--- config.mk ---
export PLATFORM = sky130hd
export DESIGN_NAME = gain_control
export DESIGN_NICKNAME = d
export VERILOG_FILES = /design/src/design/sdm_pkg.sv /design/src/design/gain_control.sv
export SDC_FILE = /design/constraint.sdc
export NUM_CORES = 1
export LEC_CHECK = 0
export BUFFER_PORTS_ARGS = -buffer_cell sky130_fd_sc_hd__buf_2
export CAP_MARGIN = 20
export CORE_MARGIN = 5
export CORE_UTILIZATION = 35
export CTS_BUF_LIST = sky130_fd_sc_hd__clkbuf_2 sky130_fd_sc_hd__clkbuf_4 sky130_fd_sc_hd__clkbuf_8
export CTS_CLUSTER_DIAMETER = 30
export DETAILED_ROUTE_END_ITERATION = 8
export SETUP_SLACK_MARGIN = 0.5
export SLEW_MARGIN = 0
export SYNTH_ARGS = -nofsm -noshare
export SYNTH_HDL_FRONTEND = slang
export SYNTH_SLANG_ARGS = --single-unit
--- constraint.sdc ---
create_clock -name clk -period 3.8 [get_ports clk]
set_clock_uncertainty 0.05 [all_clocks]
set_input_delay 0.38 -clock clk [delete_from_list [all_inputs] [get_ports clk]]
set_output_delay 0.38 -clock clk [all_outputs]
set_load 0.01 [all_outputs]
--- src/design/sdm_pkg.sv ---
// signal analysis subsystem shared definitions
// bus register map, control word, status and measurement records
`default_nettype none

package sdm_pkg;

    localparam int period_w = 20; // period count, clk cycles
    localparam int adc_w    = 12; // adc sample width
    localparam int reg_w    = 16; // mcu bus data width
    localparam int div_w    = 12; // adc clock divisor width

    // register map, 8 bit address phase
    typedef enum logic [7:0] {
        ADDR_CTRL      = 8'd0, // rw
        ADDR_STATUS    = 8'd1, // ro
        ADDR_PERIOD_LO = 8'd2, // ro, period[15:0]
        ADDR_PERIOD_HI = 8'd3, // ro, period[19:16]
        ADDR_SAMPLE    = 8'd4, // ro, read pops next sample
        ADDR_DIVISOR   = 8'd5  // ro
    } reg_addr_e;

    // control register fields, lsb first in the word
    typedef struct packed {
        logic [11:0] reserved;
        logic        arm;         // bit 3, self clearing
        logic [1:0]  manual_gain; // bits 2:1
        logic        auto_gain;   // bit 0
    } ctrl_fields_t;

    // bus sees the raw word, datapath decodes the fields
    typedef union packed {
        logic [reg_w-1:0] raw;
        ctrl_fields_t     f;
    } ctrl_word_u;

    typedef struct packed {
        logic [9:0] reserved;
        logic [1:0] gain;          // bits 5:4
        logic       capture_busy;  // bit 3
        logic       capture_done;  // bit 2
        logic       gain_stable;   // bit 1
        logic       period_stable; // bit 0
    } status_t;

    // datapath measurements handed to the bus
    typedef struct packed {
        logic [period_w-1:0] period;
        logic [div_w-1:0]    divisor;
    } measure_t;

endpackage

`default_nettype wire

--- src/design/gain_control.sv ---
// relay gain control
// windowed peak amplitude steps the gain, or manual gain from the control word
`timescale 1ns/10ps
`default_nettype none

module gain_control #(
    parameter int WINDOW     = 64,
    parameter int HIGH_LEVEL = 1800,
    parameter int LOW_LEVEL  = 400
) (
    input  logic                        clk,
    input  logic                        arst_n,
    input  sdm_pkg::ctrl_word_u         ctrl,
    input  logic                        sample_stb,
    input  logic [sdm_pkg::adc_w-1:0]   sample,
    output logic [1:0]                  gain,
    output logic                        gain_stable
);
    import sdm_pkg::*;

    localparam int               cw       = $clog2(WINDOW + 1);
    localparam logic [cw-1:0]    win_last = cw'(WINDOW - 1);
    localparam logic [adc_w-1:0] mid      = adc_w'(1 << (adc_w - 1)); // offset binary zero
    localparam logic [adc_w-1:0] high_c   = adc_w'(HIGH_LEVEL);
    localparam logic [adc_w-1:0] low_c    = adc_w'(LOW_LEVEL);

    logic [adc_w-1:0] mag;      // |sample - mid|
    logic [adc_w-1:0] peak;
    logic [adc_w-1:0] peak_nxt;
    logic [cw-1:0]    win_cnt;

    assign mag      = sample[adc_w-1] ? sample - mid : mid - sample;
    assign peak_nxt = (mag > peak) ? mag : peak;

    always_ff @(posedge clk or negedge arst_n) begin
        if (!arst_n) begin
            gain        <= 2'd0;
            gain_stable <= 1'b0;
            peak        <= '0;
            win_cnt     <= '0;
        end else if (!ctrl.f.auto_gain) begin
            gain        <= ctrl.f.manual_gain; // relay follows register
            gain_stable <= 1'b1;
            peak        <= '0;
            win_cnt     <= '0; // fresh window when auto returns
        end else if (sample_stb) begin
            if (win_cnt == win_last) begin
                win_cnt <= '0;
                peak    <= '0;
                if (peak_nxt > high_c && gain != 2'd0) begin
                    gain        <= gain - 2'd1; // clipping risk
                    gain_stable <= 1'b0;
                end else if (peak_nxt < low_c && gain != 2'd3) begin
                    gain        <= gain + 2'd1; // too small
                    gain_stable <= 1'b0;
                end else begin
                    gain_stable <= 1'b1;
                end
            end else begin
                win_cnt <= win_cnt + 1'b1;
                peak    <= peak_nxt;
            end
        end
    end

endmodule

`default_nettype wire

==> results by group <==
Synth
  • #FFs+latches synth: 22
  • Top post-synthesis cells by area: dfrtp_1, ha_1, inv_1
  • Cell area after synthesis: 1799 µm²
  • Post-Syn Nets: 255
  • Syn avg cell area: 8.568 µm²
  • Synth area leader: dfrtp_1
  • Post-Syn Instances: 210
  • Top_reg_cell synth: dfrtp_1
  • EDFF count, synth: 0
  • Asr flop ratio synth: 100.0%
  • Synth top cells by count: inv_1, dfrtp_1, nand2_1
  • Netlist cell types: 52
  • Syn. warnings: 0
  • Top cell type's share of synthesized area: 30.60%
  • Most frequent cell after synthesis: inv_1
  • Sequential fraction of the synthesis area: 30.60%

Power and ir drop
  • Int Pwr: 0.5064 mW
  • Lkg Pwr: 0.9163 nW
  • Clock Power Share: 29.3%
  • Net Sw Power: 0.2451 mW
  • Overall power: 0.7516 mW
  • Peak supply drop: 0.1280 mV
  • Comb power frac: 33.5%
  • Pwr/cell area: 354.4 nW/µm²
  • Seq pwr share: 37.2%
  • Switching Fraction: 32.62%

Flow run
  • Maxcap violations: 0

Critical path
  • Worst Path Max Fanout: 12
  • CP bufs+invs: 5
  • Slowest cell on crit path: nor4b_2
  • Worst endpoint required time: 3.91 ns
  • Max incr delay on CP: 0.33 ns
  • Reg-to-reg startpoint: peak[7]
  • Crit. End Element: flop
  • Worst setup startpoint: sample[0]
  • Crit Path Class: in -> reg
  • Top Family by Delay on Critical Path: compound AO/OA/AOI/OAI gates
  • Crit-path cells: buf_2 > inv_1 > ha_2 > nor4b_2 > a211oi_1 > nor2_1 > inv_1 > ha_1 > nand4_1 > a211o_1 > a21oi_1 > buf_4 > o21ai_1 > buf_4 > a32o_1
  • Crit path DAT: 3.12 ns
  • CP Launch Type: primary input

Route
  • WL met3: 91 µm
  • Antenna Nets Post-Route: 0
  • Max Used Layer: met4
  • Met2 wire len: 1.834 mm
  • Via density: 5.162
  • First drt pass iteration count: 4
  • Initial DRC Count: 61
  • Via count: 1595
  • Final WL: 4.031 mm
  • Wire per inst: 13.05 µm
  • Met1 WL: 2.063 mm
  • DRC: 0

Die
  • Starting Density: 35.68%
  • Die span in x: 81.70 µm
  • Total die area: 6675 µm²
  • Top Ports: 34
  • Core Area: 5042 µm²
  • Die H: 81.70 µm
  • Rows: 26

GRT
  • Vias in the first global route: 1516
  • Total gr overflow: 0
  • GRT Total Usage: 12.83%
  • First-pass GRT wire length: 6.851 mm
  • Initial antenna violation count: 0
  • Largest net degree at the start of global routing: 23

Clocking
  • Clk buf depth: 2
  • Htree depth: 1
  • CTS tree: yes
  • Clock sinks: 22
  • Clock Pin Slew Worst Setup and Hold Paths: 0.08 ns
  • Root Buffer: clkbuf_8
  • Worst-Skew Late Latency: 0.26 ns
  • Num CTS Buffers: 3

Layout
  • Final Cell Area: 2121 µm²
  • Fillers: 507
  • Share of cells above drive strength 1: 18.41%
  • ANT cells: 0
  • Synthesis-to-finish area growth: 17.87%
  • Area occupied by registers: 550.5 µm²
  • Multi-input logic area: 1157 µm²
  • Final Util: 42.06%
  • Finished Layout Cells: 309
  • Final #Nets: 285

Timing
  • Post-layout minimum cycle time: 3.011 ns
  • Worst-case hold slack: 0.01896 ns
  • Final period util: 79.24%
  • Slew headroom: 58.23%
  • Worst slew pin tran: 0.6223 ns
  • Final setup margin: 0.7889 ns
  • Unrepaired setup endpoints after global routing: no
  • Final hold viol count: 0
  • Fmax: 0.3321 GHz
  • Sum of negative setup slack: 0 ns
  • Setup violations, final: 0
  • Slew Viols, Final: 0

Place
  • DPL Wire Length: 3.257 mm
  • Dpl cell area: 2031 µm²
  • Port bufs: 20
  • GP Congestion: 0.8479
  • Dpl cells: 304
  • Place WS: 0.3637 ns

Outcome
  • Outcome: finished clean

Min path
  • Worst hold path type: in -> async
[power by group through the flow]
stage	clock network (mW)	registers (mW)	logic [mW]
5_1_grt	0.228	0.284	0.286
4_1_cts	0.222	0.279	0.248
3_5_place_dp	0	0.283	0.247
3_3_place_gp	0	0.284	0.245
6_report	0.220	0.280	0.251
2_1_floorplan	0	0.282	0.161
[cells by family (layout without fill, tap and decap cells)]
logic type	after synthesis	count (layout)	share of synthesized area (%)
AO/OA/AOI/OAI	54	54	21.63
flip-flops	22	22	30.60
XOR/XNOR	12	12	5.841
adder cells (fa/ha/maj)	14	14	9.736
AND/OR/NAND/NOR	78	78	24.76
buffers and inverters	27	56	5.702
multiplexers	3	3	1.739
[registers in the layout, summed over array words and instances, names as in the netlist]
name	flops
peak	12
win_cnt	7
gain	2
gain_stable	1
[routing by layer]
| layer | track usage (%) | vias to the layer above |
|---|---|---|
| met4 | 2.492 | 0 |
| met1 | 18.39 | 734 |
| met3 | 0.7675 | 5 |
| li1 | - | 835 |
| met5 | 0 | - |
| met2 | 21.42 | 21 |
[worst paths after layout]
path	endpoint	slack, ns	depth (start not counted)
min in group clk	peak[0]	0.40	3
max in group asynchronous	win_cnt[2]	3.34	1
hold reg to reg	peak[3]	0.45	2
setup reg to reg	peak[3]	1.51	11
hold / removal	peak[6]	0.02	1
setup / recovery	peak[4]	0.79	15
[layout make-up]
type,count,share of cell area (%)
multi-input combinational,161,54.57
sequential,22,25.96
timing repair buffer,29,7.906
tap,70,4.130
inverter,23,4.071
clock buffer,3,1.947
clock inverter,1,1.416
[cell usage in the layout, fill, tap and decap left out, types with 4 or more instances in the layout]
cell type,n
xnor2_1,6
nor2b_1,4
o21ai_0,6
ha_1,13
nor3_1,4
buf_4,9
nand2_1,20
a32o_1,6
a31oi_1,4
xor2_1,6
buf_2,20
and2_1,5
dfrtp_1,22
o21ai_1,6
inv_1,23
nor4_1,5
nor2_1,13
nand4_1,7
a21oi_1,9
[what timing repair did]
| item | CTS | global route |
|---|---|---|
| hold buffers | 0 | 0 |
| gates resized for setup | 0 | 3 |
| setup endpoints to repair | 0 | 14 |
| buffers inserted | 0 | 1 |
Power figures use the tool's default switching activity.
