<file path="config.mk">
export PLATFORM = sky130hd
export DESIGN_NAME = sample_clock
export DESIGN_NICKNAME = d
export VERILOG_FILES = /design/src/design/sdm_pkg.sv /design/src/design/sample_clock.sv
export SDC_FILE = /design/constraint.sdc
export NUM_CORES = 1
export LEC_CHECK = 0
export ABC_AREA = 1
export BUFFER_PORTS_ARGS = -buffer_cell sky130_fd_sc_hd__buf_2
export CAP_MARGIN = 20
export CORE_ASPECT_RATIO = 0.6
export CORE_UTILIZATION = 45
export DETAILED_ROUTE_END_ITERATION = 6
export PLACE_DENSITY_LB_ADDON = 0.05
export SYNTH_ARGS = -nofsm -noshare
export SYNTH_HDL_FRONTEND = slang
export SYNTH_SLANG_ARGS = --single-unit
export TNS_END_PERCENT = 1
</file>
<file path="constraint.sdc">
create_clock -name clk -period 2.5 [get_ports clk]
set_input_delay 0.75 -clock clk [delete_from_list [all_inputs] [get_ports clk]]
set_output_delay 0.75 -clock clk [all_outputs]
set_load 0.05 [all_outputs]
</file>
<file path="src/design/sdm_pkg.sv">
// signal analysis subsystem shared definitions
// bus register map, control word, status and measurement records
`default_nettype none

package sdm_pkg;

    localparam int period_w = 20; // period count, clk cycles
    localparam int adc_w    = 12; // adc sample width
    localparam int reg_w    = 16; // mcu bus data width
    localparam int div_w    = 12; // adc clock divisor width

    // register map, 8 bit address phase
    typedef enum logic [7:0] {
        ADDR_CTRL      = 8'd0, // rw
        ADDR_STATUS    = 8'd1, // ro
        ADDR_PERIOD_LO = 8'd2, // ro, period[15:0]
        ADDR_PERIOD_HI = 8'd3, // ro, period[19:16]
        ADDR_SAMPLE    = 8'd4, // ro, read pops next sample
        ADDR_DIVISOR   = 8'd5  // ro
    } reg_addr_e;

    // control register fields, lsb first in the word
    typedef struct packed {
        logic [11:0] reserved;
        logic        arm;         // bit 3, self clearing
        logic [1:0]  manual_gain; // bits 2:1
        logic        auto_gain;   // bit 0
    } ctrl_fields_t;

    // bus sees the raw word, datapath decodes the fields
    typedef union packed {
        logic [reg_w-1:0] raw;
        ctrl_fields_t     f;
    } ctrl_word_u;

    typedef struct packed {
        logic [9:0] reserved;
        logic [1:0] gain;          // bits 5:4
        logic       capture_busy;  // bit 3
        logic       capture_done;  // bit 2
        logic       gain_stable;   // bit 1
        logic       period_stable; // bit 0
    } status_t;

    // datapath measurements handed to the bus
    typedef struct packed {
        logic [period_w-1:0] period;
        logic [div_w-1:0]    divisor;
    } measure_t;

endpackage

`default_nettype wire

</file>
<file path="src/design/sample_clock.sv">
// adc sample clock generator
// period / 64 divisor drives adc_clk and a sample strobe and latches adc data
`timescale 1ns/10ps
`default_nettype none

module sample_clock (
    input  logic                          clk,
    input  logic                          arst_n,
    input  logic [sdm_pkg::period_w-1:0]  period,
    input  logic                          period_stable,
    output logic [sdm_pkg::div_w-1:0]     divisor,
    output logic                          sample_stb,
    output logic                          adc_clk,
    output logic                          adc_oe_n,
    input  logic [sdm_pkg::adc_w-1:0]     adc_data,
    output logic [sdm_pkg::adc_w-1:0]     sample
);
    import sdm_pkg::*;

    localparam int spp_log2 = 6; // 64 samples per period

    logic [period_w-spp_log2-1:0] quot;
    logic [div_w-1:0]             div_clamp;
    logic [div_w-1:0]             cnt;    // counts divisor-1 down to 0
    logic                         reload;

    assign quot   = period[period_w-1:spp_log2];
    assign reload = period_stable && cnt == '0;

    always_comb begin
        if (|quot[period_w-spp_log2-1:div_w])
            div_clamp = '1; // very slow input clamps to max
        else if (quot[div_w-1:0] < div_w'(2))
            div_clamp = div_w'(2); // adc_clk needs a high and a low cycle
        else
            div_clamp = quot[div_w-1:0];
    end

    always_ff @(posedge clk or negedge arst_n) begin
        if (!arst_n) begin
            divisor    <= div_w'(2);
            cnt        <= '0;
            sample_stb <= 1'b0;
            adc_clk    <= 1'b0;
            adc_oe_n   <= 1'b1;
        end else begin
            divisor    <= div_clamp;
            sample_stb <= reload;
            adc_oe_n   <= !period_stable;
            if (!period_stable) begin
                cnt     <= '0;
                adc_clk <= 1'b0; // parked low until the period settles
            end else if (reload) begin
                cnt     <= divisor - 1'b1;
                adc_clk <= 1'b1; // rises with the strobe
            end else begin
                cnt <= cnt - 1'b1;
                if (cnt <= (divisor >> 1))
                    adc_clk <= 1'b0; // second half low, also after a divisor step
            end
        end
    end

    // word present just before adc_clk rises
    always_ff @(posedge clk) begin
        if (reload)
            sample <= adc_data;
    end

    // each strobe marks an adc_clk rise with the adc enabled
    a_stb_on_adc_rise: assert property (@(posedge clk) disable iff (!arst_n)
        sample_stb |-> !adc_oe_n && $rose(adc_clk))
        else $error("sample strobe without a stable period and an adc_clk rise");

endmodule

`default_nettype wire

</file>
==> results of run 1 <==
placed cells by master, fill, tap and decap left out:
master    synthesis  routed
a211oi_1          1       1
a21o_1            1       1
a21oi_1          10      10
buf_2             1      55
buf_4             0       4
clkbuf_8          0       5
clkinv_2          0       3
dfrtp_1          25      25
dfstp_2           2       2
edfxtp_1         12      12
ha_1             12      12
inv_1            38      38
inv_2             2       2
nand2_1          41      41
nand2_2           5       5
nand2_4           2       2
nand3_1          15      15
nand3_2           3       3
nand3_4           1       1
nand4_1           3       3
nor2_1           25      25
nor2_2            6       6
nor2_4            3       3
nor3_1            2       2
nor4_1            2       2
o21a_1            1       1
o21ai_0           7       7
o21bai_1          1       1
o21bai_4          1       1
xor2_1            1       1
sequential cells by signal (all words and copies together) (netlist names):
register	count
cnt	12
adc_clk	1
adc_oe_n	1
sample_stb	1
sample	12
divisor	12
worst paths after layout:
check,end,startpoint
worst min-delay path,divisor[3],arst_n
min in group clk,adc_clk,adc_clk
worst max register to register,cnt[8],cnt[7]
max in group asynchronous,cnt[8],arst_n
worst min register to register,adc_clk,adc_clk
worst max-delay path,cnt[10],period_stable
area by class of cell:
class	count	area, µm²
clock buffer	5	68.8
clock inverter	3	15.0
fill	406	1750
inverter	40	150
multi-input combinational	143	830
sequential	39	1040
tap	60	75.1
timing repair buffer	59	305
power breakdown:
part / internal [mW] / leakage, nW / switching (mW)
Sequential: 0.786 / 0.421 / 0.0905
Clock: 0.191 / 0.0477 / 0.208
Combinational: 0.410 / 0.856 / 0.865
Total: 1.39 / 1.32 / 1.16
per-layer routing:
| metal | track usage, % | wire length, µm | vias to the layer above |
|---|---|---|---|
| li1 | - | - | 847 |
| met1 | 30.1 | 2230 | 682 |
| met2 | 24.3 | 1480 | 56 |
| met3 | 5.88 | 341 | 5 |
| met4 | 3.97 | 29 | 0 |
| met5 | 0 | 0 | - |
logic make-up after synthesis:
family,after synthesis
flip-flops,39
XOR/XNOR,1
AND/OR/NAND/NOR,108
AO/OA/AOI/OAI,22
buffers and inverters,44
adder cells (fa/ha/maj),12
stage by stage:
stage          worst slack [ns]  utilization [%]  std cells  power, mW
2_1_floorplan             0.386                -        226       1.90
3_3_place_gp              0.236             56.6        341       2.14
3_5_place_dp              0.215             56.6        341       2.16
4_1_cts                   0.521             58.6        349       2.57
5_1_grt                   0.370             58.6        349       2.76
6_report                  0.502             58.6        349       2.55
worst register-to-register path: stages (launching register included):
cell and delay, ns:
dfrtp_1 0.43, nor2_1 0.12, nand2_1 0.07, nor2_2 0.20
nand3_1 0.13, nand2_1 0.12, inv_1 0.11, ha_1 0.22
nand3_1 0.12, nor2_2 0.07, nand2_4 0.11, nor2_4 0.04
nor2_1 0.08, nor2_1 0.05
==> impl_metrics.env, run 1 <==
export IMPL_critPathRequiredTime_ns=2.68
export IMPL_crit_path_top_delay_cell="ha_1"
export IMPL_drc=0
export IMPL_initial_utilization_pct=48.4
export IMPL_grt_max_degree=28
export IMPL_grt_pass1_wl_mm=6.43
export IMPL_worst_path_stages=14
export IMPL_syn_area_per_cell_um2=9.07
export IMPL_cts_path_max_buffers=2
export IMPL_fp_dieW_um=89.1
export IMPL_yosys_area_share_simple_pct=26.2
export IMPL_setup_viol_count_final=0
export IMPL_cts_tree="yes"
export IMPL_cts_sinks=39
export IMPL_criticalPathCategory="in2reg"
export IMPL_die_h_um=54.3
export IMPL_vias=1590
export IMPL_cts_resized=0
export IMPL_finalClockSkew_ns=0.00694
export IMPL_synth_common_cells="nand2_1 (41), inv_1 (38), dfrtp_1 (25), nor2_1 (25), nand3_1 (15)"
export IMPL_postPlaceCellArea_um2=2400
export IMPL_leakage_nw=1.32
export IMPL_die_area_um2=4840
export IMPL_tightest_slew_ns=0.653
export IMPL_post_cts_buffers=0
export IMPL_rrSetupSlack_ns=0.53
export IMPL_diodes=0
export IMPL_antenna_left=0
export IMPL_path_clk_slew_ns=0.07
export IMPL_fp_row_count=18
export IMPL_synthMostInstantiatedCell="nand2_1"
export IMPL_path_cells="buf_2, nand2_1, nor2_2, nand3_1, nand2_1, inv_1, ha_1, nand3_1, nor2_2, nand2_4, nor2_4, nand2_1, nand2_1, nor2_1"
export IMPL_cap_viol_max_count=0
export IMPL_synth_nets=273
export IMPL_yosys_warnings=0
export IMPL_finalWeightedCongestion=0.800
export IMPL_hold_path_class="in2async"
export IMPL_io_buffers=55
export IMPL_numCtsBuffers=5
export IMPL_synth_top_family_by_area="simple AND/OR/NAND/NOR gates"
export IMPL_cp_end_kind="flip-flop"
export IMPL_slowest_delay_ns=0.21
export IMPL_hold_ws_ns=0.467
export IMPL_start_kind="primary input"
export IMPL_drt_initial_drc_count=52
export IMPL_wl_mm=4.08
export IMPL_synth_mux_area_share_pct=0
export IMPL_grt_pass1_vias=1357
export IMPL_arrival_ns=2.18
export IMPL_drive_above_1_share_pct=31.8
export IMPL_crit_family="simple AND/OR/NAND/NOR gates"
export IMPL_synthCells=226
export IMPL_drv_slew=0
export IMPL_synth_compound_area_share_pct=6.53
export IMPL_final_cell_area_um2=2480
export IMPL_synth_edf_count=12
export IMPL_reg2reg_depth=13
export IMPL_yosysSeqAreaShare_pct=50.7
export IMPL_synthFlopType="dfrtp_1"
export IMPL_viasPerCell=4.56
export IMPL_cp_num_buf_inv=2
export IMPL_synthDistinctLibCells=29
export IMPL_hpwl_mm=3.30
export IMPL_fin_crit_sh_pct=79.9
export IMPL_synthArstFlopShare_pct=69.2
export IMPL_postCtsHoldBufs=0
export IMPL_ys_seq_elements=39
export IMPL_fin_crit_ns=2.00
export IMPL_gr_usage_all_layers_pct=18.9
export IMPL_synth_top_cell_area_share_pct=30.5
export IMPL_h_tree_depth=2
export IMPL_status="complete, no violations"
export IMPL_antenna_found_initial=0
export IMPL_core_um2=4230
export IMPL_cp_max_fo=5
export IMPL_clock_fmax_mhz=500
export IMPL_power_density_nw_per_um2=1030
export IMPL_nNetsFinal=335
export IMPL_wl_per_cell_um=11.7
export IMPL_setup_tns_ns=0
export IMPL_io_pins=62
export IMPL_rsz0062_at_grt="no"
export IMPL_grt_ovfl_total=0
export IMPL_synthAdderAreaFrac_pct=7.33
export IMPL_synth_xor_area_share_pct=0.427
export IMPL_synth_area_leader_cell="dfrtp_1"
export IMPL_synth_area_leaders="dfrtp_1 (31%), edfxtp_1 (18%), nand2_1 (7.5%)"
export IMPL_hold_viol=0
export IMPL_syn2layout_area_growth_pct=21.1
export IMPL_cts_root_buf="clkbuf_8"
export IMPL_dr_pass1_iters=4
export IMPL_syn_area_um2=2050
export IMPL_slew_headroom_pct=56.3
export IMPL_clkLatencyLatePin_ns=0.29
export IMPL_ir_drop_uv=415
export IMPL_crit_top_cell="nand2_1"
Power figures use the tool's default switching activity.
==> inputs of run 2 (changes only) <==
==> constraint.sdc (replaced) <==
create_clock -name clk -period 1.89 [get_ports clk]
set_input_delay 0.567 -clock clk [delete_from_list [all_inputs] [get_ports clk]]
set_output_delay 0.567 -clock clk [all_outputs]
set_load 0.05 [all_outputs]
==> run 2 against run 1 <==
Net effect:
- register-to-register slack got worse by 0.49 ns
- clock-buffer cell count rose by 1
- die area did not move
- core utilization rose by 7.8 points
- total power rose by 65%
- global-route usage rose by 1.7 points
- clock power rose by 79%
- critical path type is now reg2reg
==> impl_metrics.env, run 2 (synthesis results as in run 1) <==
export IMPL_die_h_um=54.3
export IMPL_path_cells="nor2_1, nand2_1, nor2_4, buf_4, nand3_2, nand2_2, nand3_2, nor2_4, nand3_1, nand2_1, nor2_2"
export IMPL_cp_end_kind="flip-flop"
export IMPL_leakage_nw=1.49
export IMPL_crit_family="simple AND/OR/NAND/NOR gates"
export IMPL_fp_row_count=18
export IMPL_hold_viol=0
export IMPL_fill_cells=372
export IMPL_postCtsHoldBufs=0
export IMPL_hold_path_class="in2async"
export IMPL_final_common_cell="buf_2"
export IMPL_fp_dieW_um=89.1
export IMPL_tightest_slew_ns=0.614
export IMPL_rsz0062_at_grt="yes"
export IMPL_grt_max_degree=28
export IMPL_grt_pass1_wl_mm=7.13
export IMPL_grt_ovfl_total=0
export IMPL_cts_sinks=39
export IMPL_diodes=0
export IMPL_postPlaceCellArea_um2=2530
export IMPL_start_kind="flip-flop"
export IMPL_slew_headroom_pct=59.1
export IMPL_power_mw=4.21
export IMPL_ir_drop_uv=542
export IMPL_core_um2=4230
export IMPL_initial_utilization_pct=48.4
export IMPL_setup_viol_count_final=0
export IMPL_most_common_layout_cells="buf_2 (55), inv_1 (37), nand2_1 (37)"
export IMPL_multiInputGateArea_um2=918
export IMPL_finalClockSkew_ns=0.00769
export IMPL_cts_path_max_buffers=2
export IMPL_fin_crit_sh_pct=98.1
export IMPL_clock_fmax_mhz=539
export IMPL_status="complete, no violations"
export IMPL_cts_root_buf="clkbuf_8"
export IMPL_wl_per_cell_um=12.3
export IMPL_dr_pass1_iters=4
export IMPL_arrival_ns=2.03
export IMPL_cp_max_fo=6
export IMPL_top_regs="cnt (12), divisor (12), sample (12)"
export IMPL_hpwl_mm=3.45
export IMPL_viasPerCell=4.68
export IMPL_h_tree_depth=2
export IMPL_regArea_um2=1040
export IMPL_power_density_nw_per_um2=1490
export IMPL_antenna_found_initial=0
export IMPL_syn2layout_area_growth_pct=37.3
export IMPL_antenna_left=0
export IMPL_crit_path_top_delay_cell="dfrtp_1"
export IMPL_drc=0
export IMPL_io_buffers=55
export IMPL_die_area_um2=4840
export IMPL_cts_tree="yes"
export IMPL_numCtsBuffers=5
export IMPL_gr_usage_all_layers_pct=20.6
export IMPL_critPathRequiredTime_ns=2.07
export IMPL_slowest_delay_ns=0.42
export IMPL_clkLatencyLatePin_ns=0.29
export IMPL_fin_crit_ns=1.85
export IMPL_io_pins=62
export IMPL_final_cell_area_um2=2810
export IMPL_criticalPathCategory="reg2reg"
export IMPL_path_clk_slew_ns=0.08
export IMPL_nNetsFinal=359
export IMPL_finalWeightedCongestion=0.785
export IMPL_cp_num_buf_inv=1
export IMPL_drt_initial_drc_count=85
export IMPL_vias=1747
export IMPL_cap_viol_max_count=0
export IMPL_drv_slew=0
export IMPL_wl_mm=4.60
export IMPL_drive_above_1_share_pct=41.2
export IMPL_grt_pass1_vias=1478
run 2: changes by cell type in the layout (fill, tap and decap cells not counted), sizes merged:
cell    before  now
bufinv       0    1
buf         59   83
clkbuf       5    6
clkinv       3    1
run 2: power by group:
part / internal (mW) / leakage [nW] / switching [mW]
logic: 0.946 / 1.01 / 1.39
clock network: 0.427 / 0.0612 / 0.289
registers: 1.04 / 0.421 / 0.110
run 2: path summary, 6_finish.rpt:
| kind | start | endpoint | slack (ns) | cells past startpoint |
|---|---|---|---|---|
| max | cnt[8] | cnt[11] | 0.04 | 11 |
| min | arst_n | cnt[0] | 0.29 | 1 |
| max reg2reg | cnt[8] | cnt[11] | 0.04 | 11 |
| min reg2reg | adc_clk | adc_clk | 0.58 | 2 |
| max in group asynchronous | arst_n | cnt[9] | 1.20 | 1 |
| min in group clk | adc_data[6] | sample[6] | 0.45 | 1 |
run 2: cell type report:
class / count / area share, %
Clock inverter: 2 / 1.24
Sequential cell: 39 / 36.9
Multi-Input combinational cell: 143 / 32.6
Timing Repair Buffer: 83 / 18.3
Tap cell: 60 / 2.67
Inverter: 40 / 5.34
Clock buffer: 6 / 2.93
run 2: metrics by stage:
step           TNS (ns)  worst slack [ns]  hold slack (ns)  instances  utilization [%]
4_1_cts               0            0.0318            0.303        362             62.7
3_3_place_gp    -0.0880           -0.0302            0.577        354             59.8
3_5_place_dp     -0.218           -0.0768            0.572        354             59.8
5_1_grt          -0.724            -0.133            0.323        373             66.5
2_1_floorplan         0           0.00435            0.271        226                -
6_report              0            0.0356            0.285        373             66.5
run 2: worst register-to-register path: stages (launching register included):
cell     delay (ns)
dfrtp_1        0.42
nor2_1         0.12
nand2_1        0.10
nor2_4         0.22
buf_4          0.19
nand3_2        0.08
nand2_2        0.12
nand3_2        0.12
nor2_4         0.17
nand3_1        0.08
nand2_1        0.08
nor2_2         0.04
run 2: repair_timing:
item,CTS,global route
cloned,0,0
pin swaps,0,15
gates resized for setup,1,17
setup endpoints to repair,1,7
setup buffers,0,11
run 2: routing by layer:
| layer | GRT usage, % | wire [µm] | share of wire (%) | vias up |
|---|---|---|---|---|
| met5 | 0 | 0 | 0 | - |
| met4 | 4.76 | 19 | 0.41 | 0 |
| met3 | 5.43 | 215 | 4.7 | 2 |
| met2 | 27.7 | 1820 | 39 | 43 |
| met1 | 32.2 | 2550 | 55 | 809 |
| li1 | - | - | - | 893 |
