## src/design/sdm_pkg.sv

```systemverilog
// signal analysis subsystem shared definitions
// bus register map, control word, status and measurement records
`default_nettype none

package sdm_pkg;

    localparam int period_w = 20; // period count, clk cycles
    localparam int adc_w    = 12; // adc sample width
    localparam int reg_w    = 16; // mcu bus data width
    localparam int div_w    = 12; // adc clock divisor width

    // register map, 8 bit address phase
    typedef enum logic [7:0] {
        ADDR_CTRL      = 8'd0, // rw
        ADDR_STATUS    = 8'd1, // ro
        ADDR_PERIOD_LO = 8'd2, // ro, period[15:0]
        ADDR_PERIOD_HI = 8'd3, // ro, period[19:16]
        ADDR_SAMPLE    = 8'd4, // ro, read pops next sample
        ADDR_DIVISOR   = 8'd5  // ro
    } reg_addr_e;

    // control register fields, lsb first in the word
    typedef struct packed {
        logic [11:0] reserved;
        logic        arm;         // bit 3, self clearing
        logic [1:0]  manual_gain; // bits 2:1
        logic        auto_gain;   // bit 0
    } ctrl_fields_t;

    // bus sees the raw word, datapath decodes the fields
    typedef union packed {
        logic [reg_w-1:0] raw;
        ctrl_fields_t     f;
    } ctrl_word_u;

    typedef struct packed {
        logic [9:0] reserved;
        logic [1:0] gain;          // bits 5:4
        logic       capture_busy;  // bit 3
        logic       capture_done;  // bit 2
        logic       gain_stable;   // bit 1
        logic       period_stable; // bit 0
    } status_t;

    // datapath measurements handed to the bus
    typedef struct packed {
        logic [period_w-1:0] period;
        logic [div_w-1:0]    divisor;
    } measure_t;

endpackage

`default_nettype wire

```

## src/design/period_meter.sv

```systemverilog
// square wave period meter
// counts clk cycles between rising edges, flags consecutive matching periods
`timescale 1ns/10ps
`default_nettype none

module period_meter #(
    parameter int TOLERANCE = 4
) (
    input  logic                          clk,
    input  logic                          arst_n,
    input  logic                          signal_in,
    output logic [sdm_pkg::period_w-1:0]  period,
    output logic                          period_stable
);
    import sdm_pkg::*;

    localparam logic [period_w-1:0] max_cnt = '1;
    localparam logic [period_w-1:0] tol     = period_w'(TOLERANCE);

    logic [2:0]          sig_q;  // 2 sync stages + edge stage
    logic                rise;
    logic [period_w-1:0] cnt;
    logic [period_w-1:0] diff;   // |new - last|
    logic [1:0]          edges;  // saturates at 2

    assign rise = sig_q[1] & ~sig_q[2];
    assign diff = (cnt >= period) ? cnt - period : period - cnt;

    always_ff @(posedge clk or negedge arst_n) begin
        if (!arst_n) begin
            sig_q         <= '0;
            cnt           <= '0;
            edges         <= '0;
            period        <= '0;
            period_stable <= 1'b0;
        end else begin
            sig_q <= {sig_q[1:0], signal_in};
            if (rise) begin
                cnt <= period_w'(1); // edge cycle counts as 1
                if (edges != 2'd2)
                    edges <= edges + 2'd1;
                if (edges != 2'd0)
                    period <= cnt; // first count runs from reset, skip it
                // both periods must be real edge-to-edge counts
                period_stable <= (edges == 2'd2) && (cnt != max_cnt) && (diff <= tol);
            end else if (cnt != max_cnt) begin
                cnt <= cnt + 1'b1;
            end else begin
                period_stable <= 1'b0; // input stopped toggling
            end
        end
    end

    // saturated count only leaves max on a new edge
    a_cnt_saturates: assert property (@(posedge clk) disable iff (!arst_n)
        (cnt == max_cnt) |=> (cnt == max_cnt) || (cnt == period_w'(1)))
        else $error("period counter wrapped");

endmodule

`default_nettype wire

```

## config.mk

```make
export PLATFORM = sky130hd
export DESIGN_NAME = period_meter
export DESIGN_NICKNAME = d
export VERILOG_FILES = /design/src/design/sdm_pkg.sv /design/src/design/period_meter.sv
export SDC_FILE = /design/constraint.sdc
export NUM_CORES = 1
export LEC_CHECK = 0
export ABC_AREA = 1
export BUFFER_PORTS_ARGS = -buffer_cell sky130_fd_sc_hd__buf_2
export CAP_MARGIN = 40
export CORE_ASPECT_RATIO = 1.2
export CORE_UTILIZATION = 55
export DETAILED_ROUTE_END_ITERATION = 12
export PLACE_DENSITY = 0.73
export REMOVE_ABC_BUFFERS = 1
export SETUP_SLACK_MARGIN = 0.4
export SLEW_MARGIN = 20
export SYNTH_ARGS = -nofsm -noshare
export SYNTH_HDL_FRONTEND = slang
export SYNTH_SLANG_ARGS = --single-unit
```

## constraint.sdc

```tcl
create_clock -name clk -period 4.85 [get_ports clk]
set_input_delay 0.97 -clock clk [delete_from_list [all_inputs] [get_ports clk]]
set_output_delay 0.97 -clock clk [all_outputs]
set_load 0.02 [all_outputs]
```

==> results of run 1 <==
## cell families (layout without fill, tap and decap cells)
logic type | count (synthesis) | in the layout | synth area share
and+or+nand+nor | 442 | 442 | 0.409
buffers and inverters | 159 | 184 | 0.129
AOI/OAI and AO/OA | 84 | 84 | 0.0968
DFF | 46 | 46 | 0.241
adders and majority gates | 42 | 42 | 0.110
xor gates and xnor gates | 8 | 8 | 0.0147
## worst register-to-register path: cells and delay by family (launching register included)
family	cells	cell delay, ns
and+or+nand+nor	11	1.42
adders and majority gates	1	0.48
buffers and inverters	3	0.23
DFF	1	0.46
## cells in the mapped netlist
cell | instances | area, um2
nand2_1 | 276 | 1040
inv_1 | 144 | 541
nand3_1 | 54 | 270
nor2_1 | 49 | 184
dfrtp_1 | 46 | 1150
ha_1 | 42 | 526
o21ai_0 | 36 | 180
a21oi_1 | 35 | 175
nand2_2 | 12 | 75.1
nor3_1 | 11 | 55.1
nand4_1 | 8 | 50.1
nor2_2 | 8 | 50.1
xor2_1 | 8 | 70.1
clkbuf_1 | 6 | 22.5
inv_2 | 6 | 22.5
nor2_4 | 4 | 45.0
or2_2 | 4 | 25.0
nor3_2 | 3 | 30.0
a21o_1 | 2 | 15.0
a31oi_1 | 2 | 12.5
buf_6 | 2 | 22.5
nand2_4 | 2 | 22.5
nand3_2 | 2 | 20.0
nor3_4 | 2 | 32.5
nor3b_1 | 2 | 15.0
nor4_1 | 2 | 12.5
o21a_1 | 2 | 15.0
o21bai_1 | 2 | 15.0
a211oi_1 | 1 | 7.51
a211oi_2 | 1 | 12.5
a21oi_2 | 1 | 8.76
a221oi_1 | 1 | 8.76
and2_1 | 1 | 6.26
clkinv_2 | 1 | 5.00
nand3b_1 | 1 | 7.51
nand4_2 | 1 | 12.5
o221a_2 | 1 | 11.3
## where the power goes
part           switching [uW]  internal, uW  total, uW
clock network             153           105        258
registers                46.7           424        471
logic                    1500           667       2170
## per-layer routing
| layer | GRT usage | vias up | wire length, um | part of all wire |
|---|---|---|---|---|
| li1 | - | 2473 | - | - |
| met1 | 0.412 | 2242 | 6020 | 0.44 |
| met2 | 0.532 | 180 | 6430 | 0.47 |
| met3 | 0.0468 | 37 | 731 | 0.053 |
| met4 | 0.146 | 0 | 534 | 0.039 |
| met5 | 0 | - | 0 | 0 |
## metrics by stage
step / std cells / cell area, um2
4_1_cts: 920 / 5100
6_report: 920 / 5100
5_1_grt: 920 / 5100
3_3_place_gp: 911 / 4990
2_1_floorplan: 773 / 4730
3_5_place_dp: 912 / 5010
## sequential cells by signal, summed over array words and instances, names as in the netlist
signal         flops
cnt               20
period            20
sig_q              3
edges              2
period_stable      1
## worst min-delay path by stage
stage          slack, ns                from  depth (start not counted)                 end
3_3_place_gp        0.34  sig_q[0]$_DFF_PN0_                          0  sig_q[1]$_DFF_PN0_
2_1_floorplan       0.33  sig_q[0]$_DFF_PN0_                          0  sig_q[1]$_DFF_PN0_
3_5_place_dp        0.35  sig_q[0]$_DFF_PN0_                          0  sig_q[1]$_DFF_PN0_
5_1_grt             0.38  sig_q[0]$_DFF_PN0_                          0  sig_q[1]$_DFF_PN0_
4_1_cts             0.37  sig_q[0]$_DFF_PN0_                          0  sig_q[1]$_DFF_PN0_
6_report            0.37  sig_q[0]$_DFF_PN0_                          0  sig_q[1]$_DFF_PN0_
## layout make-up
class	count	area, um2	area share
clock inverters	3	22.5	0.00441
multi-input cells	576	3010	0.589
flip-flops and latches	46	1150	0.226
repair buffers	25	143	0.0280
well taps	114	143	0.0280
inverters	151	568	0.111
clock buffers	5	68.8	0.0135
==> flow_metrics.tcl, run 1 <==
set metrics [dict create \
    outcome "finished clean" \
    crit_path_frequent_cell "nand2_1" \
    final_core_util 0.616 \
    finClkSkew_ns 0.00883 \
    fillers 846 \
    avgViaCountPerCell 5.36 \
    drv_slew 0 \
    setup_ws_ns 2.20 \
    ctsRootBufferMaster "clkbuf_8" \
    vias 4932 \
    postCtsSetupRepairBufs 0 \
    drive_gt1_frac 0.100 \
    placement.io_buffers 23 \
    crit_end "period_stable$_DFFE_PN0P_" \
    num_antenna_cells 0 \
    setup_violations 0 \
    layout_commonest_cell "nand2_1" \
    die-width_um 87.0 \
    grt_pass1_wl_um 22600 \
    cts_resized 0 \
    relSlewSlack 0.541 \
    initial_utilization 0.576 \
    p_per_area_mw_per_mm2 567 \
    synth.avg_cell_area_um2 6.11 \
    io_pins 24 \
    drcViolationCount 0 \
    cp_max_fo 12 \
    crit_chain "ha_1 > nand2_1 > nor2_2 > inv_1 > nor3_2 > nor2_2 > nand2_4 > inv_2 > nand2_1 > nand2_1 > inv_1 > nand3_1 > nor2_1 > nand3_1 > nand2_1" \
    place_congestion 0.988 \
    cts_sinks 46 \
    grt.overflow.total 0 \
    p_leak_uw 0.00299 \
    ys_seq_elements 46 \
    first_iter_violations 394 \
    insertion_delay_ns 0.32 \
    arrival_ns 2.91 \
    r2r-end "period_stable$_DFFE_PN0P_" \
    cp.required_ns 5.11 \
    synthDistinctLibCells 37 \
    first_global_vias 4739 \
    synth_warnings 0 \
    hold_path.class "reg -> reg" \
    worst_slew_pin_slew_ns 0.689 \
    coreArea_mm2 0.00829 \
    final_cell_mix "nand2_1 (276), inv_1 (144), nand3_1 (54), nor2_1 (49), dfrtp_1 (46)" \
    fmax_mhz 378 \
    grtUsageTotal 0.323 \
    wire_per_inst_um 14.9 \
    worst_path_dominant_cell_family "simple AND/OR/NAND/NOR gates" \
    worstSetupEndpointType "register" \
    wl_um 13700 \
    die_area_mm2 0.00905 \
    worst_r2r_path_depth 15 \
    slowest_stage "ha_1" \
    p_total_uw 2890 \
    synth-seq-area-share 0.241 \
    ff2ff_setup_slack_ns 2.20 \
    period_share 0.546 \
    cts.path.max_buffers 2 \
    row_count 36 \
    areaGrowthSynthToFinish_pct 6.95 \
    fp.dieH_um 104 \
    reg2reg_from "cnt[2]$_DFFE_PN0P_" \
    hold_viol_final 0 \
    startpoint_type "register" \
    antenna_found_initial 0 \
    slowest_delay_ns 0.48 \
    nets 850 \
    cts.htree.levels 2 \
    synthCells 781 \
    antenna_left 0 \
    drtPass1Iterations 6 \
    hpwl_um 11300 \
    place_ws_ns 2.24 \
    crit_buf_inv 3 \
    cp.depth 15 \
    cts_made_buffers 5 \
    setup_tns_ns 0 \
    hold-worst-slack_ns 0.368 \
    ir_drop_mv 0.291 \
    cts_tree "done" \
    critPathKind "reg -> reg" \
    grt_max_degree 41 \
    synth_area_mm2 0.00477 \
    clkTransAtPathRegs_ns 0.10 \
    maxCapViolCount 0 \
    min_period_ns 2.65 \
    cts_hold_buf 0 \
    rsz0062_at_grt "no" \
    crit_start "cnt[2]$_DFFE_PN0P_" \
]
No activity file was read; power rests on OpenSTA's default activity.
==> inputs of run 2 (changes only) <==
Settings changed: PLACE_DENSITY 0.73 to 0.76.
Clock period 4.85 ns to 2.4 ns, I/O delays scaled along.
==> run 2 against run 1 <==
  * Highest routed layer unchanged
  * Worst hold slack worse by 0.11 ns
  * Critical path depth decreased by 1
  * Core utilization increased by 17 points
  * Largest cell class unchanged
  * Clock-buffer cell count is 1 higher
  * Clock power increased by 130%
  * Power increased by 150%
  * Final cell count grew 9.7%
  * Via count grew 15%
  * Clock skew down 0.0030 ns
  * Flip-flop and latch count is the same
  * Critical endpoint unchanged
  * Cell area rose by 27%
==> flow_metrics.tcl, run 2 (synthesis gave the netlist of run 1 again) <==
set metrics [dict create \
    cts.htree.levels 2 \
    worstHoldStart "signal_in" \
    insertion_delay_ns 0.32 \
    grtUsageTotal 0.372 \
    drtPass1Iterations 5 \
    cell_internal_pwr_uw 3280 \
    place_congestion 1.01 \
    reg2reg_from "cnt[11]$_DFFE_PN0P_" \
    cts_tree "done" \
    clkTransAtPathRegs_ns 0.09 \
    ctsRootBufferMaster "clkbuf_8" \
    relSlewSlack 0.517 \
    wl_um 17100 \
    wire_per_inst_um 17.0 \
    outcome "finished clean" \
    drcViolationCount 0 \
    fp.dieH_um 104 \
    row_count 36 \
    layout_commonest_cell "nand2_1" \
    antenna_found_initial 0 \
    largestRegisters "cnt: 20 flops, period: 20 flops, sig_q: 3 flops" \
    drive_gt1_frac 0.343 \
    first_global_vias 5396 \
    fillers 596 \
    slowest_stage "dfrtp_1" \
    min_to "sig_q[0]$_DFF_PN0_" \
    period_share 0.931 \
    crit_buf_inv 2 \
    ir_drop_mv 0.941 \
    hpwl_um 11400 \
    die_area_mm2 0.00905 \
    worst_r2r_path_depth 14 \
    maxCapViolCount 0 \
    drv_slew 0 \
    startpoint_type "register" \
    crit_chain "buf_6 > inv_1 > ha_1 > a21oi_1 > o21ai_0 > a21oi_1 > nand3_1 > nand2_1 > nand2_1 > nand2_1 > nand3_1 > nor2_1 > nand3_1 > nand2_1" \
    r2r-end "period_stable$_DFFE_PN0P_" \
    hold_viol_final 0 \
    initial_utilization 0.576 \
    p_clk_frac 0.084 \
    cp_max_fo 6 \
    finClkSkew_ns 0.00585 \
    hold_path.class "in -> reg" \
    antenna_left 0 \
    first_iter_violations 439 \
    min_period_ns 2.23 \
    grt_pass1_wl_um 25900 \
    areaGrowthSynthToFinish_pct 36.3 \
    p_total_uw 7200 \
    placement.io_buffers 23 \
    coreArea_mm2 0.00829 \
    setup_violations 0 \
    num_antenna_cells 0 \
    combPwrFrac 0.784 \
    cts_sinks 46 \
    worstSetupEndpointType "register" \
    final_cell_mix "nand2_1 (226), inv_1 (125), buf_4 (83), nand2_2 (50), nand3_1 (49)" \
    arrival_ns 2.50 \
    ff2ff_setup_slack_ns 0.17 \
    nets 939 \
    p_leak_uw 0.00355 \
    crit_path_frequent_cell "nand2_1" \
    cts_made_buffers 5 \
    slowest_delay_ns 0.44 \
    worst_slew_pin_slew_ns 0.724 \
    critPathKind "reg -> reg" \
    rsz0062_at_grt "yes" \
    fmax_mhz 448 \
    cp.required_ns 2.66 \
    avgViaCountPerCell 5.61 \
    p_per_area_mw_per_mm2 1110 \
    grt.overflow.total 0 \
    vias 5661 \
    final_core_util 0.785 \
    worst_path_dominant_cell_family "compound AO/OA/AOI/OAI gates" \
    hold_path_depth 1 \
    seqPwrFrac 0.132 \
    grt_max_degree 41 \
    p_sw_frac 0.544 \
    io_pins 24 \
    die-width_um 87.0 \
    p_sw_uw 3910 \
    cts.path.max_buffers 2 \
]
-- run 2: cell count changes in the layout (fill, tap and decap cells not counted), sizes merged --
cell / delta
clkinv: -1
inv: -2
dlygate4sd3: +1
clkbuf: +1
clkinvlp: +1
bufinv: +1
buf: +88
-- run 2: area by class of cell --
type / count / area (um2) / share of cell area
clock buffer: 6 / 72.6 / 0.0112
multi-input combinational: 576 / 3670 / 0.565
clock inverter: 2 / 37.5 / 0.00577
tap: 114 / 143 / 0.0219
timing repair buffer: 114 / 836 / 0.128
sequential: 46 / 1160 / 0.179
inverter: 151 / 579 / 0.0891
-- run 2: routing by layer --
layer | wire length, um | vias up | track usage
met2 | 8520 | 258 | 0.641
met1 | 6780 | 2686 | 0.460
met5 | 0 | - | 0
met4 | 805 | 0 | 0.163
li1 | - | 2648 | -
met3 | 1030 | 69 | 0.0437
-- run 2: power by group through the flow --
stage,Sequential [uW],Clock [uW],Combinational (uW)
3_5_place_dp,953,0,4270
3_3_place_gp,950,0,4230
5_1_grt,958,633,6240
4_1_cts,935,607,5160
6_report,953,603,5640
2_1_floorplan,981,0,3110
-- run 2: worst max-delay path by stage --
stage / cells after the start / slack, ns / end / from
6_report: 14 / 0.17 / period_stable$_DFFE_PN0P_ / cnt[11]$_DFFE_PN0P_
5_1_grt: 14 / 0.02 / period_stable$_DFFE_PN0P_ / cnt[11]$_DFFE_PN0P_
4_1_cts: 15 / 0.24 / period_stable$_DFFE_PN0P_ / cnt[9]$_DFFE_PN0P_
3_5_place_dp: 15 / -0.11 / period_stable$_DFFE_PN0P_ / period[15]$_DFFE_PN0P_
3_3_place_gp: 15 / -0.11 / period_stable$_DFFE_PN0P_ / period[15]$_DFFE_PN0P_
2_1_floorplan: 16 / 0.29 / period_stable$_DFFE_PN0P_ / period[5]$_DFFE_PN0P_
-- run 2: through the flow --
step	area (um2)	setup WS (ns)	setup TNS (ns)	std cells	hold slack (ns)
after floorplan	4730	0.294	0	773	0.184
after global routing	6500	0.0192	0	1009	0.250
after global placement	5150	-0.107	-0.107	932	0.345
final	6500	0.166	0	1009	0.259
after CTS	6150	0.244	0	992	0.258
after detailed placement	5150	-0.114	-0.114	932	0.338
-- run 2: repair_timing --
action	CTS	global route
endpoints found under the setup margin	6	12
gates resized for setup	123	76
hold buffers	0	1
hold endpoints to repair	0	4
pin swaps	45	48
buffers inserted	52	15
==> inputs of run 3 (changes only) <==
==> constraint.sdc (replaced) <==
create_clock -name clk -period 2.4 [get_ports clk]
set_input_delay 0.36 -clock clk [delete_from_list [all_inputs] [get_ports clk]]
set_output_delay 0.36 -clock clk [all_outputs]
set_load 0.02 [all_outputs]
==> run 3 against run 2 <==
  * Combinational power grew 8.3%
  * Flip-flop and latch count stayed put
  * Register-to-register slack about the same
  * Via count rose by 0.67%
  * Sequential power decreased by 2%
  * Power rose by 8.0%
  * Critical path type unchanged
  * Highest routed layer unchanged
==> flow_metrics.tcl, run 3 (synthesis gave the netlist of run 1 again) <==
set metrics [dict create \
    rsz0062_at_grt "yes" \
    outcome "finished clean" \
    min_period_ns 2.23 \
    hpwl_um 11200 \
    crit_chain "ha_4 > buf_4 > nand2_1 > nand2_2 > a21oi_4 > nor2_1 > nor2_2 > nand2_1 > nand2_1 > nand2_1 > nand2_2 > nand2_1 > inv_1 > nand3_1 > nor2_1 > nand3_1 > nand2_1" \
    wire_per_inst_um 17.6 \
    setup_violations 0 \
    cts_made_buffers 5 \
    antenna_found_initial 0 \
    grt_max_degree 41 \
    grt_pass1_wl_um 26800 \
    p_per_area_mw_per_mm2 1180 \
    wl_um 17700 \
    hold_viol_final 0 \
    cts.htree.levels 2 \
    arrival_ns 2.49 \
    coreArea_mm2 0.00829 \
    num_antenna_cells 0 \
    initial_utilization 0.576 \
    relSlewSlack 0.517 \
    place_ws_ns -0.0950 \
    final_cell_mix "nand2_1 (229), inv_1 (132), buf_4 (77), nand3_1 (45), nand2_2 (41)" \
    placement.io_buffers 23 \
    cp.required_ns 2.66 \
    io_pins 24 \
    grtUsageTotal 0.383 \
    period_share 0.930 \
    ir_drop_mv 0.894 \
    slowest_stage "dfrtp_1" \
    setup_tns_ns 0 \
    drcViolationCount 0 \
    crit_path_frequent_cell "nand2_1" \
    largestRegisters "cnt: 20 flops, period: 20 flops, sig_q: 3 flops" \
    finClkSkew_ns 0.00993 \
    drv_slew 0 \
    avgViaCountPerCell 5.68 \
    antenna_left 0 \
    placed_area_mm2 0.00517 \
    p_total_uw 7770 \
    drive_gt1_frac 0.331 \
    setup_ws_ns 0.168 \
    critPathKind "reg -> reg" \
    maxCapViolCount 0 \
    die_area_mm2 0.00905 \
    cp_max_fo 5 \
    insertion_delay_ns 0.32 \
    cts_hold_buf 0 \
    cts_tree "done" \
    layout_commonest_cell "nand2_1" \
    place_congestion 0.981 \
    crit_buf_inv 2 \
    cts_sinks 46 \
    row_count 36 \
    vias 5699 \
    drtPass1Iterations 6 \
    p_leak_uw 0.00358 \
    design_area_mm2 0.00660 \
    fmax_mhz 448 \
    hold_path.class "in -> async" \
    grt.overflow.total 0 \
    first_iter_violations 664 \
    cts.path.max_buffers 2 \
    worst_slew_pin_slew_ns 0.725 \
    areaGrowthSynthToFinish_pct 38.3 \
    startpoint_type "register" \
    nets 933 \
    worstSetupEndpointType "register" \
    slowest_delay_ns 0.46 \
    die-width_um 87.0 \
    fp.dieH_um 104 \
    ctsRootBufferMaster "clkbuf_8" \
    clkTransAtPathRegs_ns 0.09 \
    first_global_vias 5533 \
    worst_path_dominant_cell_family "simple AND/OR/NAND/NOR gates" \
]
run 3: routing by layer:
metal,track usage,wire (um),up-vias,part of all wire
met5,0,0,-,0
met4,0.174,990,0,0.056
met3,0.0508,1350,98,0.076
met2,0.654,8630,357,0.49
met1,0.472,6720,2609,0.38
li1,-,-,2635,-
run 3: path summary, 6_finish.rpt:
kind	from	endpoint	slack, ns	cells past startpoint
max	cnt[9]$_DFFE_PN0P_	period_stable$_DFFE_PN0P_	0.17	17
max reg2reg	cnt[9]$_DFFE_PN0P_	period_stable$_DFFE_PN0P_	0.17	17
min in group clk	signal_in	sig_q[0]$_DFF_PN0_	0.15	1
min	arst_n	edges[1]$_DFFE_PN0P_	0.09	1
min reg2reg	sig_q[0]$_DFF_PN0_	sig_q[1]$_DFF_PN0_	0.36	0
max in group asynchronous	arst_n	cnt[2]$_DFFE_PN0P_	1.70	2
run 3: metrics by stage:
stage           util  hold slack (ns)  cells
6_report       0.796           0.0913   1003
5_1_grt        0.796            0.134   1003
4_1_cts        0.750            0.104    993
3_5_place_dp   0.624            0.338    935
3_3_place_gp   0.624            0.346    935
2_1_floorplan      -           0.0644    773
run 3: report_power, final:
part | total [uW] | internal (uW) | switching, uW
combinational | 6110 | 2250 | 3860
sequential | 938 | 861 | 76.5
clock | 730 | 444 | 285
run 3: what timing repair did:
| item | CTS | global route |
|---|---|---|
| gates cloned | 1 | 0 |
| pin swaps | 50 | 34 |
| setup buffers | 49 | 10 |
| endpoints found under the setup margin | 6 | 13 |
| resized for setup | 125 | 79 |
run 3: layout make-up:
cell class	count	area, um2
inverter	151	581
tap	114	143
clock inverter	2	60.1
fill	578	1690
multi-input combinational	577	3790
sequential	46	1160
clock buffer	6	82.6
timing repair buffer	107	781
